--- src/logic/elev_consts.svh ---
`ifndef elev_consts_svh
`define elev_consts_svh

// Building size
`define elev_floors 4

// Cargo slots in the car, addressed with 3 bits
`define elev_slots 8

// Clock cycles to travel one floor
`define elev_floor_ticks 6

// Clock cycles the door stays open after arrival
`define elev_door_ticks 10

`endif

--- src/logic/elev_cargo_pkg.sv ---
package elev_cargo_pkg;

    // Kind of object riding in a slot
    // obj_none marks a free slot
    typedef enum logic [1:0] {
        obj_none   = 2'd0,
        obj_box    = 2'd1,
        obj_crate  = 2'd2,
        obj_pallet = 2'd3
    } obj_type_e;

    // One cargo item as handed over by the loader and held in a slot
    typedef struct packed {
        obj_type_e  kind;
        logic [1:0] dest;
    } cargo_item_t;

endpackage

--- src/logic/elev_motion_pkg.sv ---
package elev_motion_pkg;

    // Car FSM states
    typedef enum logic [1:0] {
        car_idle = 2'd0,
        car_up   = 2'd1,
        car_down = 2'd2,
        car_door = 2'd3
    } car_state_e;

    // Car status seen by the loader side and the outside world
    // load_open is high while the car accepts new cargo
    typedef struct packed {
        car_state_e state;
        logic [1:0] floor;
        logic       load_open;
    } car_status_t;

endpackage

--- src/logic/load_intake.sv ---
`timescale 1ns/1ps

module load_intake (
    input  logic                        clk,
    input  logic                        clear,
    input  logic                        load_req,
    input  elev_cargo_pkg::cargo_item_t load_item,
    input  logic                        has_room,
    input  elev_motion_pkg::car_status_t status,
    output logic                        load_ack,
    output logic                        store_wr,
    output elev_cargo_pkg::cargo_item_t store_item
);

    typedef enum logic {
        wait_req  = 1'b0,
        wait_drop = 1'b1
    } intake_state_e;

    intake_state_e state;

    // Write once per handshake, only with room in the store and the car open
    // A full store or a moving car simply leaves the request pending
    assign store_wr = (state == wait_req) && load_req && !load_ack &&
                      status.load_open && has_room;

    // Loader holds the item stable until ack, so it goes straight to the store
    assign store_item = load_item;

    always_ff @(posedge clk or posedge clear) begin
        if (clear) begin
            state    <= wait_req;
            load_ack <= 1'b0;
        end else begin
            case (state)
                wait_req: begin
                    if (store_wr) begin
                        state <= wait_drop;
                    end
                end
                wait_drop: begin
                    // Ack rises the cycle after the write has landed
                    if (!load_ack) begin
                        load_ack <= 1'b1;
                    end else if (!load_req) begin
                        load_ack <= 1'b0;
                        state    <= wait_req;
                    end
                end
                default: begin
                    state    <= wait_req;
                    load_ack <= 1'b0;
                end
            endcase
        end
    end

endmodule

--- src/logic/cargo_store.sv ---
`timescale 1ns/1ps

`include "elev_consts.svh"

module cargo_store (
    input  logic                        clk,
    input  logic                        clear,
    input  logic                        store_wr,
    input  elev_cargo_pkg::cargo_item_t store_item,
    input  logic                        unload,
    input  logic [1:0]                  floor,
    input  logic [2:0]                  read_addr,
    output elev_cargo_pkg::cargo_item_t read_item,
    output logic                        has_room,
    output logic                        head_valid,
    output logic [1:0]                  head_dest,
    output logic [`elev_floors-1:0]     pending_mask
);

    import elev_cargo_pkg::*;

    cargo_item_t slots [`elev_slots];
    logic [2:0]  free_idx;
    logic [2:0]  addr_q;

    // Lowest empty slot, scanned from the top so the lowest index wins
    always_comb begin
        has_room = 1'b0;
        free_idx = 3'd0;
        for (int i = `elev_slots - 1; i >= 0; i--) begin
            if (slots[i].kind == obj_none) begin
                has_room = 1'b1;
                free_idx = 3'(i);
            end
        end
    end

    // Summaries for the motion stage
    always_comb begin
        head_valid   = 1'b0;
        head_dest    = 2'd0;
        pending_mask = '0;
        for (int i = `elev_slots - 1; i >= 0; i--) begin
            if (slots[i].kind != obj_none) begin
                head_valid                  = 1'b1;
                head_dest                   = slots[i].dest;
                pending_mask[slots[i].dest] = 1'b1;
            end
        end
    end

    always_ff @(posedge clk or posedge clear) begin
        if (clear) begin
            for (int i = 0; i < `elev_slots; i++) begin
                slots[i] <= '{kind: obj_none, dest: 2'd0};
            end
        end else begin
            // Unload drops everything bound for the current floor
            if (unload) begin
                for (int i = 0; i < `elev_slots; i++) begin
                    if (slots[i].kind != obj_none && slots[i].dest == floor) begin
                        slots[i] <= '{kind: obj_none, dest: 2'd0};
                    end
                end
            end
            // Write goes to the slot that was free before this edge's unload
            if (store_wr && has_room) begin
                slots[free_idx] <= store_item;
            end
        end
    end

    // Registered read address, data follows one cycle later
    always_ff @(posedge clk or posedge clear) begin
        if (clear) begin
            addr_q <= 3'd0;
        end else begin
            addr_q <= read_addr;
        end
    end

    assign read_item = slots[addr_q];

endmodule

--- src/logic/car_motion.sv ---
`timescale 1ns/1ps

`include "elev_consts.svh"

module car_motion (
    input  logic                         clk,
    input  logic                         clear,
    input  logic                         head_valid,
    input  logic [1:0]                   head_dest,
    input  logic [`elev_floors-1:0]      pending_mask,
    output logic                         unload,
    output elev_motion_pkg::car_status_t status
);

    import elev_motion_pkg::*;

    localparam int travel_w = $clog2(`elev_floor_ticks);
    localparam int door_w   = $clog2(`elev_door_ticks);

    car_state_e          state;
    logic [1:0]          floor;
    logic [travel_w-1:0] travel_cnt;
    logic [door_w-1:0]   door_cnt;
    logic [1:0]          next_floor;

    // Floor reached at the end of the current travel leg
    assign next_floor = (state == car_up) ? floor + 2'd1 : floor - 2'd1;

    always_ff @(posedge clk or posedge clear) begin
        if (clear) begin
            state      <= car_idle;
            floor      <= 2'd0;
            travel_cnt <= '0;
            door_cnt   <= '0;
            unload     <= 1'b0;
        end else begin
            unload <= 1'b0;
            case (state)
                car_idle: begin
                    travel_cnt <= '0;
                    door_cnt   <= '0;
                    // Cargo for this floor opens the door right away
                    if (pending_mask[floor]) begin
                        state  <= car_door;
                        unload <= 1'b1;
                    end else if (head_valid) begin
                        if (head_dest > floor) begin
                            state <= car_up;
                        end else begin
                            state <= car_down;
                        end
                    end
                end
                car_up, car_down: begin
                    if (travel_cnt == travel_w'(`elev_floor_ticks - 1)) begin
                        travel_cnt <= '0;
                        floor      <= next_floor;
                        // Stop at head_dest or at any floor with riders for it
                        if (pending_mask[next_floor]) begin
                            state    <= car_door;
                            door_cnt <= '0;
                            unload   <= 1'b1;
                        end else if (!head_valid) begin
                            state <= car_idle;
                        end
                    end else begin
                        travel_cnt <= travel_cnt + travel_w'(1);
                    end
                end
                car_door: begin
                    if (door_cnt == door_w'(`elev_door_ticks - 1)) begin
                        door_cnt <= '0;
                        state    <= car_idle;
                    end else begin
                        door_cnt <= door_cnt + door_w'(1);
                    end
                end
                default: begin
                    state <= car_idle;
                end
            endcase
        end
    end

    // Loading is allowed only with the car at rest
    assign status = '{
        state:     state,
        floor:     floor,
        load_open: (state == car_idle) || (state == car_door)
    };

endmodule

--- src/logic/elevator_top.sv ---
`timescale 1ns/1ps

`include "elev_consts.svh"

module elevator_top (
    input  logic                         clk,
    input  logic                         clear,
    input  logic                         load_req,
    input  elev_cargo_pkg::cargo_item_t  load_item,
    input  logic [2:0]                   read_addr,
    output logic                         load_ack,
    output elev_cargo_pkg::cargo_item_t  read_item,
    output logic                         has_room,
    output elev_motion_pkg::car_status_t status,
    output logic                         unload
);

    import elev_cargo_pkg::*;

    logic                    store_wr;
    cargo_item_t             store_item;
    logic                    head_valid;
    logic [1:0]              head_dest;
    logic [`elev_floors-1:0] pending_mask;

    // Loader handshake into single-cycle store writes
    load_intake load_intake_i (
        .clk        (clk),
        .clear      (clear),
        .load_req   (load_req),
        .load_item  (load_item),
        .has_room   (has_room),
        .status     (status),
        .load_ack   (load_ack),
        .store_wr   (store_wr),
        .store_item (store_item)
    );

    cargo_store cargo_store_i (
        .clk          (clk),
        .clear        (clear),
        .store_wr     (store_wr),
        .store_item   (store_item),
        .unload       (unload),
        .floor        (status.floor),
        .read_addr    (read_addr),
        .read_item    (read_item),
        .has_room     (has_room),
        .head_valid   (head_valid),
        .head_dest    (head_dest),
        .pending_mask (pending_mask)
    );

    // Motion sees only the store summaries, never the slots
    car_motion car_motion_i (
        .clk          (clk),
        .clear        (clear),
        .head_valid   (head_valid),
        .head_dest    (head_dest),
        .pending_mask (pending_mask),
        .unload       (unload),
        .status       (status)
    );

endmodule

--- config.mk ---
export PLATFORM = sky130hd
export DESIGN_NAME = elevator_top
export DESIGN_NICKNAME = d
export VERILOG_FILES = /design/src/logic/elev_cargo_pkg.sv /design/src/logic/elev_motion_pkg.sv /design/src/logic/load_intake.sv /design/src/logic/cargo_store.sv /design/src/logic/car_motion.sv /design/src/logic/elevator_top.sv
export VERILOG_INCLUDE_DIRS = /design/src /design/src/logic
export SDC_FILE = /design/constraint.sdc
export NUM_CORES = 1
export LEC_CHECK = 0
export ABC_CLOCK_PERIOD_IN_PS = 2300
export BUFFER_PORTS_ARGS = -buffer_cell sky130_fd_sc_hd__buf_4
export CAP_MARGIN = 15
export CORE_MARGIN = 3
export CORE_UTILIZATION = 33
export CTS_BUF_LIST = sky130_fd_sc_hd__clkbuf_8 sky130_fd_sc_hd__clkbuf_16
export DETAILED_ROUTE_END_ITERATION = 16
export PLACE_DENSITY_LB_ADDON = 0.05
export SYNTH_ARGS = -nofsm -noshare
export SYNTH_HDL_FRONTEND = slang
export SYNTH_SLANG_ARGS = --single-unit
--- constraint.sdc ---
create_clock -name clk -period 2.3 [get_ports clk]
set_input_delay 0.23 -clock clk [delete_from_list [all_inputs] [get_ports clk]]
set_output_delay 0.23 -clock clk [all_outputs]
set_load 0.03 [all_outputs]
Word-level counts from Yosys, hierarchy flattened
Index checks and enable logic that the tools add are counted.
Widths: inputs -> output; s select.
{ "classes": {"add_sub_neg": 4, "bitwise_logic": 10, "reduce_logical": 46, "eq_ne": 18, "order_cmp": 22, "n_mux": 99} }
{ "op_table": {"columns": ["cell", "n"], "rows": [
  ["$mux 4", 22],
  ["$mux 32", 2],
  ["$bwmux 32", 1],
  ["$mux 1", 32],
  ["$mux 2", 16],
  ["$lt 2x3->1 const B", 10],
  ["$or 4x4->4", 7],
  ["$mux 3", 9],
  ["$logic_and 1x1->1", 22],
  ["$logic_not 2->1", 9],
  ["$reduce_bool 2->1", 9],
  ["$demux 1 s2", 8],
  ["$eq 2x2->1", 8],
  ["$ge 2x1->1 const B", 8],
  ["$bmux 4 s3", 1],
  ["$demux 4 s3", 1],
  ["$pmux 4 s3", 1],
  ["$ge 4x4->1 const B", 2],
  ["$not 3->4", 2],
  ["$ne 2x1->1 const B", 3],
  ["$pmux 2 s3", 1],
  ["$pmux 3 s2", 1],
  ["$add 4x1->4 const B", 1],
  ["$bmux 1 s2", 2],
  ["other kinds (18)", 21]
]} }
{ "word_totals": {"reg_bits": 49, "word_cells": 223, "inputBits": 10, "out_inout_bits": 12} }

Longest topological paths before layout
{ "logic_depth": {"depth_word": 24, "mapped_depth": 14, "depth_no_buf": 14} }

Cells and area by module
A second synthesis with hierarchy kept.
{ "unflattened": {"hier_cells": 342, "hier_area_um2": 3321.9} }
{ "by_module_without_submodules": {"columns": ["module", "seq_area_each_um2", "cells_each", "n_inst", "area_per_inst_um2"], "rows": [
  ["cargo_store", 875.8, 248, 1, 2412.3],
  ["car_motion", 300.3, 80, 1, 784.5],
  ["load_intake", 50.0, 14, 1, 125.1]
]} }

Worst setup path after synthesis
No wires, ideal clock.
{ "synth_timing": {"path_type": "register to register", "start": "register cargo_store_i.slots[6] (netlist bit)", "end": "register car_motion_i.state[0]", "setup_time_ns": 0.127, "period_less_slack_ns": 2.487, "slack_ns": -0.187, "arrival_time_ns": 2.360, "stages_incl_launch_ff": 13, "path_buffers": 0, "t_required_ns": 2.173, "cell_sequence": "dfrtp_1 > or2_2 > o211ai_1 > o211ai_1 > a31oi_1 > a21oi_1 > a211oi_1 > ha_1 > a21oi_1 > a21oi_1 > a31oi_1 > nor2_1 > o32a_2"} }
{ "synth_between": {"elab_chain_cells": 19, "elab_cells_between_ends": 42, "classes_between": "order compare: 1; eq/ne: 2; mux: 31; bitwise: 6; reduce/logical: 2"} }
{ "synth_lines": {"columns": ["element", "line", "rtl"], "rows": [
  ["start: declaration", "cargo_store.sv:22", "cargo_item_t slots [`elev_slots];"],
  ["start signal: indexed assignment", "cargo_store.sv:55", "slots[i] <= '{kind: obj_none, dest: 2'd0};"],
  ["start signal: indexed assignment", "cargo_store.sv:62", "slots[i] <= '{kind: obj_none, dest: 2'd0};"],
  ["start signal: indexed assignment", "cargo_store.sv:68", "slots[free_idx] <= store_item;"],
  ["$reduce_bool 2->1 (*)", "cargo_store.sv:44", "if (slots[i].kind != obj_none) begin"],
  ["$mux 4", "cargo_store.sv:44", null],
  ["$or 4x4->4 (no line)", null, null],
  ["$mux 4", "cargo_store.sv:44", null],
  ["$or 4x4->4 (no line)", null, null],
  ["$mux 4", "cargo_store.sv:44", null],
  ["$or 4x4->4 (no line)", null, null],
  ["$mux 4", "cargo_store.sv:44", null],
  ["[... 3 more ...]", null, null],
  ["$mux 4", "cargo_store.sv:44", null],
  ["$or 4x4->4 (no line)", null, null],
  ["$mux 4", "cargo_store.sv:44", null],
  ["$bmux 1 s2", "car_motion.sv:59", "if (pending_mask[next_floor]) begin"],
  ["$mux 1 (implied by the code)", "car_motion.sv:59", null],
  ["$mux 2", "car_motion.sv:59", null],
  ["$mux 2", "car_motion.sv:55", "if (travel_cnt == travel_w'(`elev_floor_ticks - 1)) begin"],
  ["$pmux 2 s3", "car_motion.sv:38", "case (state)"],
  ["end signal: assignment", "car_motion.sv:44", "state <= car_door;"],
  ["end signal: assignment", "car_motion.sv:60", "state <= car_door;"],
  ["end signal: assignment", "car_motion.sv:64", "state <= car_idle;"],
  ["end: declaration", "car_motion.sv:20", "car_state_e state;"]
]} }
Mark *: on every way between the ends. The rest lies on a longest branch, timed or not. The select of a mux whose other input is x is not followed.
A chain may end at the register's enable or synchronous reset.

Worst setup path after layout
{ "layout_timing": {"start": "register cargo_store_i.slots[7] (netlist bit)", "end": "register car_motion_i.state[0]"} }
The elaborated chain is that of the path after synthesis.

==> results.md <==
- Number of maximum-capacitance violations: 0
- Mux contribution to synthesized area: 0.104
- Detailed-route vias per instance: 5.39
- CTS H-tree lvls: 2
- Number of library cell types mapped by synthesis: 58
- Area fraction in compound gates after synthesis: 0.221
- Number of antenna violations at the first check in global routing: 0
- Signal arrival time at the worst endpoint: 2670 ps
- Clock transition time at the flip-flop clock pins of the worst setup and hold paths: 90 ps
- Post-Route Hold Slack: 34.4 ps
- Type of origin of the critical path: register
- Routed WL: 10.4 mm
- Sequential cell area fraction in the yosys report: 0.374
- Summed instance area of the synthesized netlist: 0.00328 sq mm
- Crit path max fanout: 3
- Initial standard-cell utilization of the core: 0.347
- Per-cell routed wire length: 18.4 um
- Worst R2R Start: cargo_store_i.slots[7]
- Ratio of total power to cell area: 359 mW/mm^2
- Period minus WS final: 2470 ps
- Class of the worst hold path: in -> reg
- Vertical die dimension: 106 um
- Worst slew margin relative to its limit: 0.632
- Ordered cell list for the critical path: or2_4, o211ai_1, o211ai_1, a31oi_1, a21oi_1, a211oi_2, ha_1, a21oi_2, a21oi_2, a31oi_1, nor2_1, o32a_2
- Overall die width: 106 um
- Setup repair after global routing missed its margin: true
- Dominant cells by area after synthesis: sky130_fd_sc_hd__dfrtp_1, sky130_fd_sc_hd__a22o_1, sky130_fd_sc_hd__xnor2_1
- Count of boundary I/O pins: 22
- Buffer cell driving the clock tree root: sky130_fd_sc_hd__clkbuf_8
- Post-route clock period utilization: 1.07
- Total routing usage reported by global routing: 0.194
- Syn_area_per_cell: 9.73 sq um
- Simple-Gate Fraction of Synth Area: 0.171
- Area of the placeable core: 0.00946 sq mm
- Clock tree from TritonCTS: yes
- Classification of the worst setup path: reg -> reg
- Result of the run: finished with violations
- Gate count after technology mapping: 337
- Static leakage power: 1.99 nW
- Syn_nets: 355
- Max-slew violation count: 0
- Diodes inserted: 0
- Terminating pin of the worst hold path: cargo_store_i.addr_q[1]
- Critical Path Slowest Stage Cell: sky130_fd_sc_hd__dfrtp_1
- Final setup violating endpoints: 3
- Placement-stage cell area: 0.00410 sq mm
- Largest net degree at the start of global routing: 28
- Worst path top cell family by delay: compound AO/OA/AOI/OAI gates
- Number of DRC violations after detailed-routing iteration 0: 207
- Fraction of registers with async set/reset: 1.00
- Fraction of layout cells with a size suffix above 1: 0.391
- Final cell count without fillers: 569
- Number of enable-type register cells in the synthesized netlist: 0
- FP Rows: 35
- Clock tree sinks: 49
- Via count: 3,065
- Cell taking the most area after synthesis: sky130_fd_sc_hd__dfrtp_1
- Maximum clock rate: 405 MHz
- Startpoint of the worst hold path: read_addr[1]
- Transition time at the pin with the least slew margin: 551 ps
- Area overhead of the layout relative to synthesis: 34.6%
- Final number of hold-violating endpoints: 0
- Post-route antenna net violation count: 0
- Area of the die: 0.0112 sq mm
- Worst IR Drop VDD: 0.181 mV
- Violated checks: negative setup slack
- Crit. End Element: register
- Layout Skew: 12.6 ps
- Clk buf depth: 2
- Final total power: 1.59 mW
- Vias in the first global route: 3,187
- Internal reg-to-reg setup slack: -170 ps
- Number of nets in the final layout: 457
- End of the worst register-to-register path: car_motion_i.state[0]
- Number of buffers created by CTS: 5
- Crit path setup slack, layout: -167 ps
- Count of placed standard cells including taps: 549
- Number of synthesized register bits: 49
- HPWL Detailed: 7.97 mm
- Data required time at the worst endpoint: 2500 ps
- Worst reg2reg path depth: 12
- Biggest cell delay along the critical path: 390 ps
- Input/output buffers: 21
- Adder-cell area share of the yosys netlist: 0.0305
- Post-synth top cells: sky130_fd_sc_hd__dfrtp_1, sky130_fd_sc_hd__nor2_1, sky130_fd_sc_hd__a22o_1, sky130_fd_sc_hd__o21ai_0
- Synth Area in XOR/XNOR: 0.0561
- Fraction of post-synthesis cell area in the top cell type by area: 0.374
- First-pass GRT wire length: 17.1 mm
- Dominant combinational cell family by area after synthesis: compound AO/OA/AOI/OAI gates
- Routability cong.: 0.907
- Insertion delay to the later sink of the worst-skew pair: 310 ps
- Most used standard cell by instance count after synthesis: sky130_fd_sc_hd__dfrtp_1
- Worst hold stages: 1
- Length of the first detailed-routing pass in iterations: 4
- Drc violations: 0
- Final cell area excluding filler cells: 0.00441 sq mm
- Most common flop cell mapped by yosys: sky130_fd_sc_hd__dfrtp_1
- Total buffers and inverters traversed by the critical path: 0
- Total of warnings raised by yosys: 0
- Remaining global-route overflow: 0
## cell usage in the layout (no fill, tap or decap), types with 3 or more instances in the layout
cell                         n
sky130_fd_sc_hd__buf_4     103
sky130_fd_sc_hd__dfrtp_1    47
sky130_fd_sc_hd__nor2_1     38
sky130_fd_sc_hd__a22o_1     21
sky130_fd_sc_hd__xnor2_1    19
sky130_fd_sc_hd__nand3_1    19
sky130_fd_sc_hd__o21ai_0    17
sky130_fd_sc_hd__inv_1      14
sky130_fd_sc_hd__mux2_2     13
sky130_fd_sc_hd__nand2_1    12
sky130_fd_sc_hd__nor3_1     10
sky130_fd_sc_hd__o211ai_1    9
sky130_fd_sc_hd__mux4_2      7
sky130_fd_sc_hd__ha_1        7
sky130_fd_sc_hd__nor2b_1     6
sky130_fd_sc_hd__a21oi_1     6
sky130_fd_sc_hd__clkbuf_8    6
sky130_fd_sc_hd__nand4_1     5
sky130_fd_sc_hd__o22ai_1     5
sky130_fd_sc_hd__nor2_4      4
sky130_fd_sc_hd__nor2_2      4
sky130_fd_sc_hd__nor4_1      4
sky130_fd_sc_hd__buf_6       4
sky130_fd_sc_hd__o31ai_1     3
sky130_fd_sc_hd__or2_2       3
sky130_fd_sc_hd__a31oi_1     3
## what timing repair did
item / CTS / global route
hold buffers: 1 / 0
gates resized for setup: 7 / 23
setup endpoints to repair: 6 / 16
buffers inserted: 4 / 7
endpoints found under the hold margin: 22 / 0
pin swaps: 1 / 9
## area by class of cell
cell class,instances,area (sq um)
sequential,49,1230
tap,129,161
fill,925,5050
timing repair buffer,109,848
multi-input combinational,259,2000
clock inverter,2,33.8
inverter,15,56.3
clock buffer,6,82.6
## metrics by stage
step                      setup TNS [ps]  worst slack [ps]  utilization
after global routing                -903              -313        0.467
after detailed placement            -380              -211        0.433
after global placement              -353              -165        0.433
final                               -345              -167        0.467
after floorplan                    -55.6             -55.6            -
after CTS                           -601              -210        0.452
## flip-flops by register name, indices dropped and copies added (netlist names)
register / cells
car_motion_i.door_cnt: 4
car_motion_i.floor: 2
car_motion_i.state: 2
car_motion_i.travel_cnt: 3
car_motion_i.unload: 1
cargo_store_i.addr_q: 3
cargo_store_i.slots: 32
load_intake_i.load_ack: 1
load_intake_i.state: 1
## worst max path at each step
stage                       startpoint                     to  depth (start not counted)
2_1_floorplan   cargo_store_i.slots[7]  car_motion_i.state[0]                         12
3_3_place_gp    cargo_store_i.slots[7]  car_motion_i.state[0]                         12
3_5_place_dp    cargo_store_i.slots[7]  car_motion_i.state[0]                         12
4_1_cts         cargo_store_i.slots[7]  car_motion_i.state[0]                         12
5_1_grt        cargo_store_i.slots[22]  car_motion_i.state[0]                         13
6_report        cargo_store_i.slots[7]  car_motion_i.state[0]                         12
## kinds of logic after synthesis
family / after synthesis
AND/OR/NAND/NOR: 115
AO/OA/AOI/OAI: 93
multiplexers: 22
adder cells (fa/ha/maj): 8
buffers and inverters: 29
flip-flops: 49
XOR/XNOR: 21
## worst register-to-register path: cells and delay by family, from the launching register on
family / cells / cell delay (ps)
AOI/OAI and AO/OA: 9 / 1380
DFF: 1 / 390
adders and majority gates: 1 / 280
and+or+nand+nor: 2 / 320
## layer usage
layer,wire length (um),part of all wire,vias to the layer above,GRT usage
li1,-,-,1472,-
met1,5000,0.48,1503,0.272
met2,4790,0.46,71,0.306
met3,414,0.040,19,0.0331
met4,248,0.024,0,0.0611
met5,0,0,-,0
## where the power goes
group          switching, mW  internal (mW)
registers            0.00474          0.863
logic                 0.0432         0.0264
clock network          0.298          0.351
total                  0.346           1.24
No activity file was read; power rests on OpenSTA's default activity.
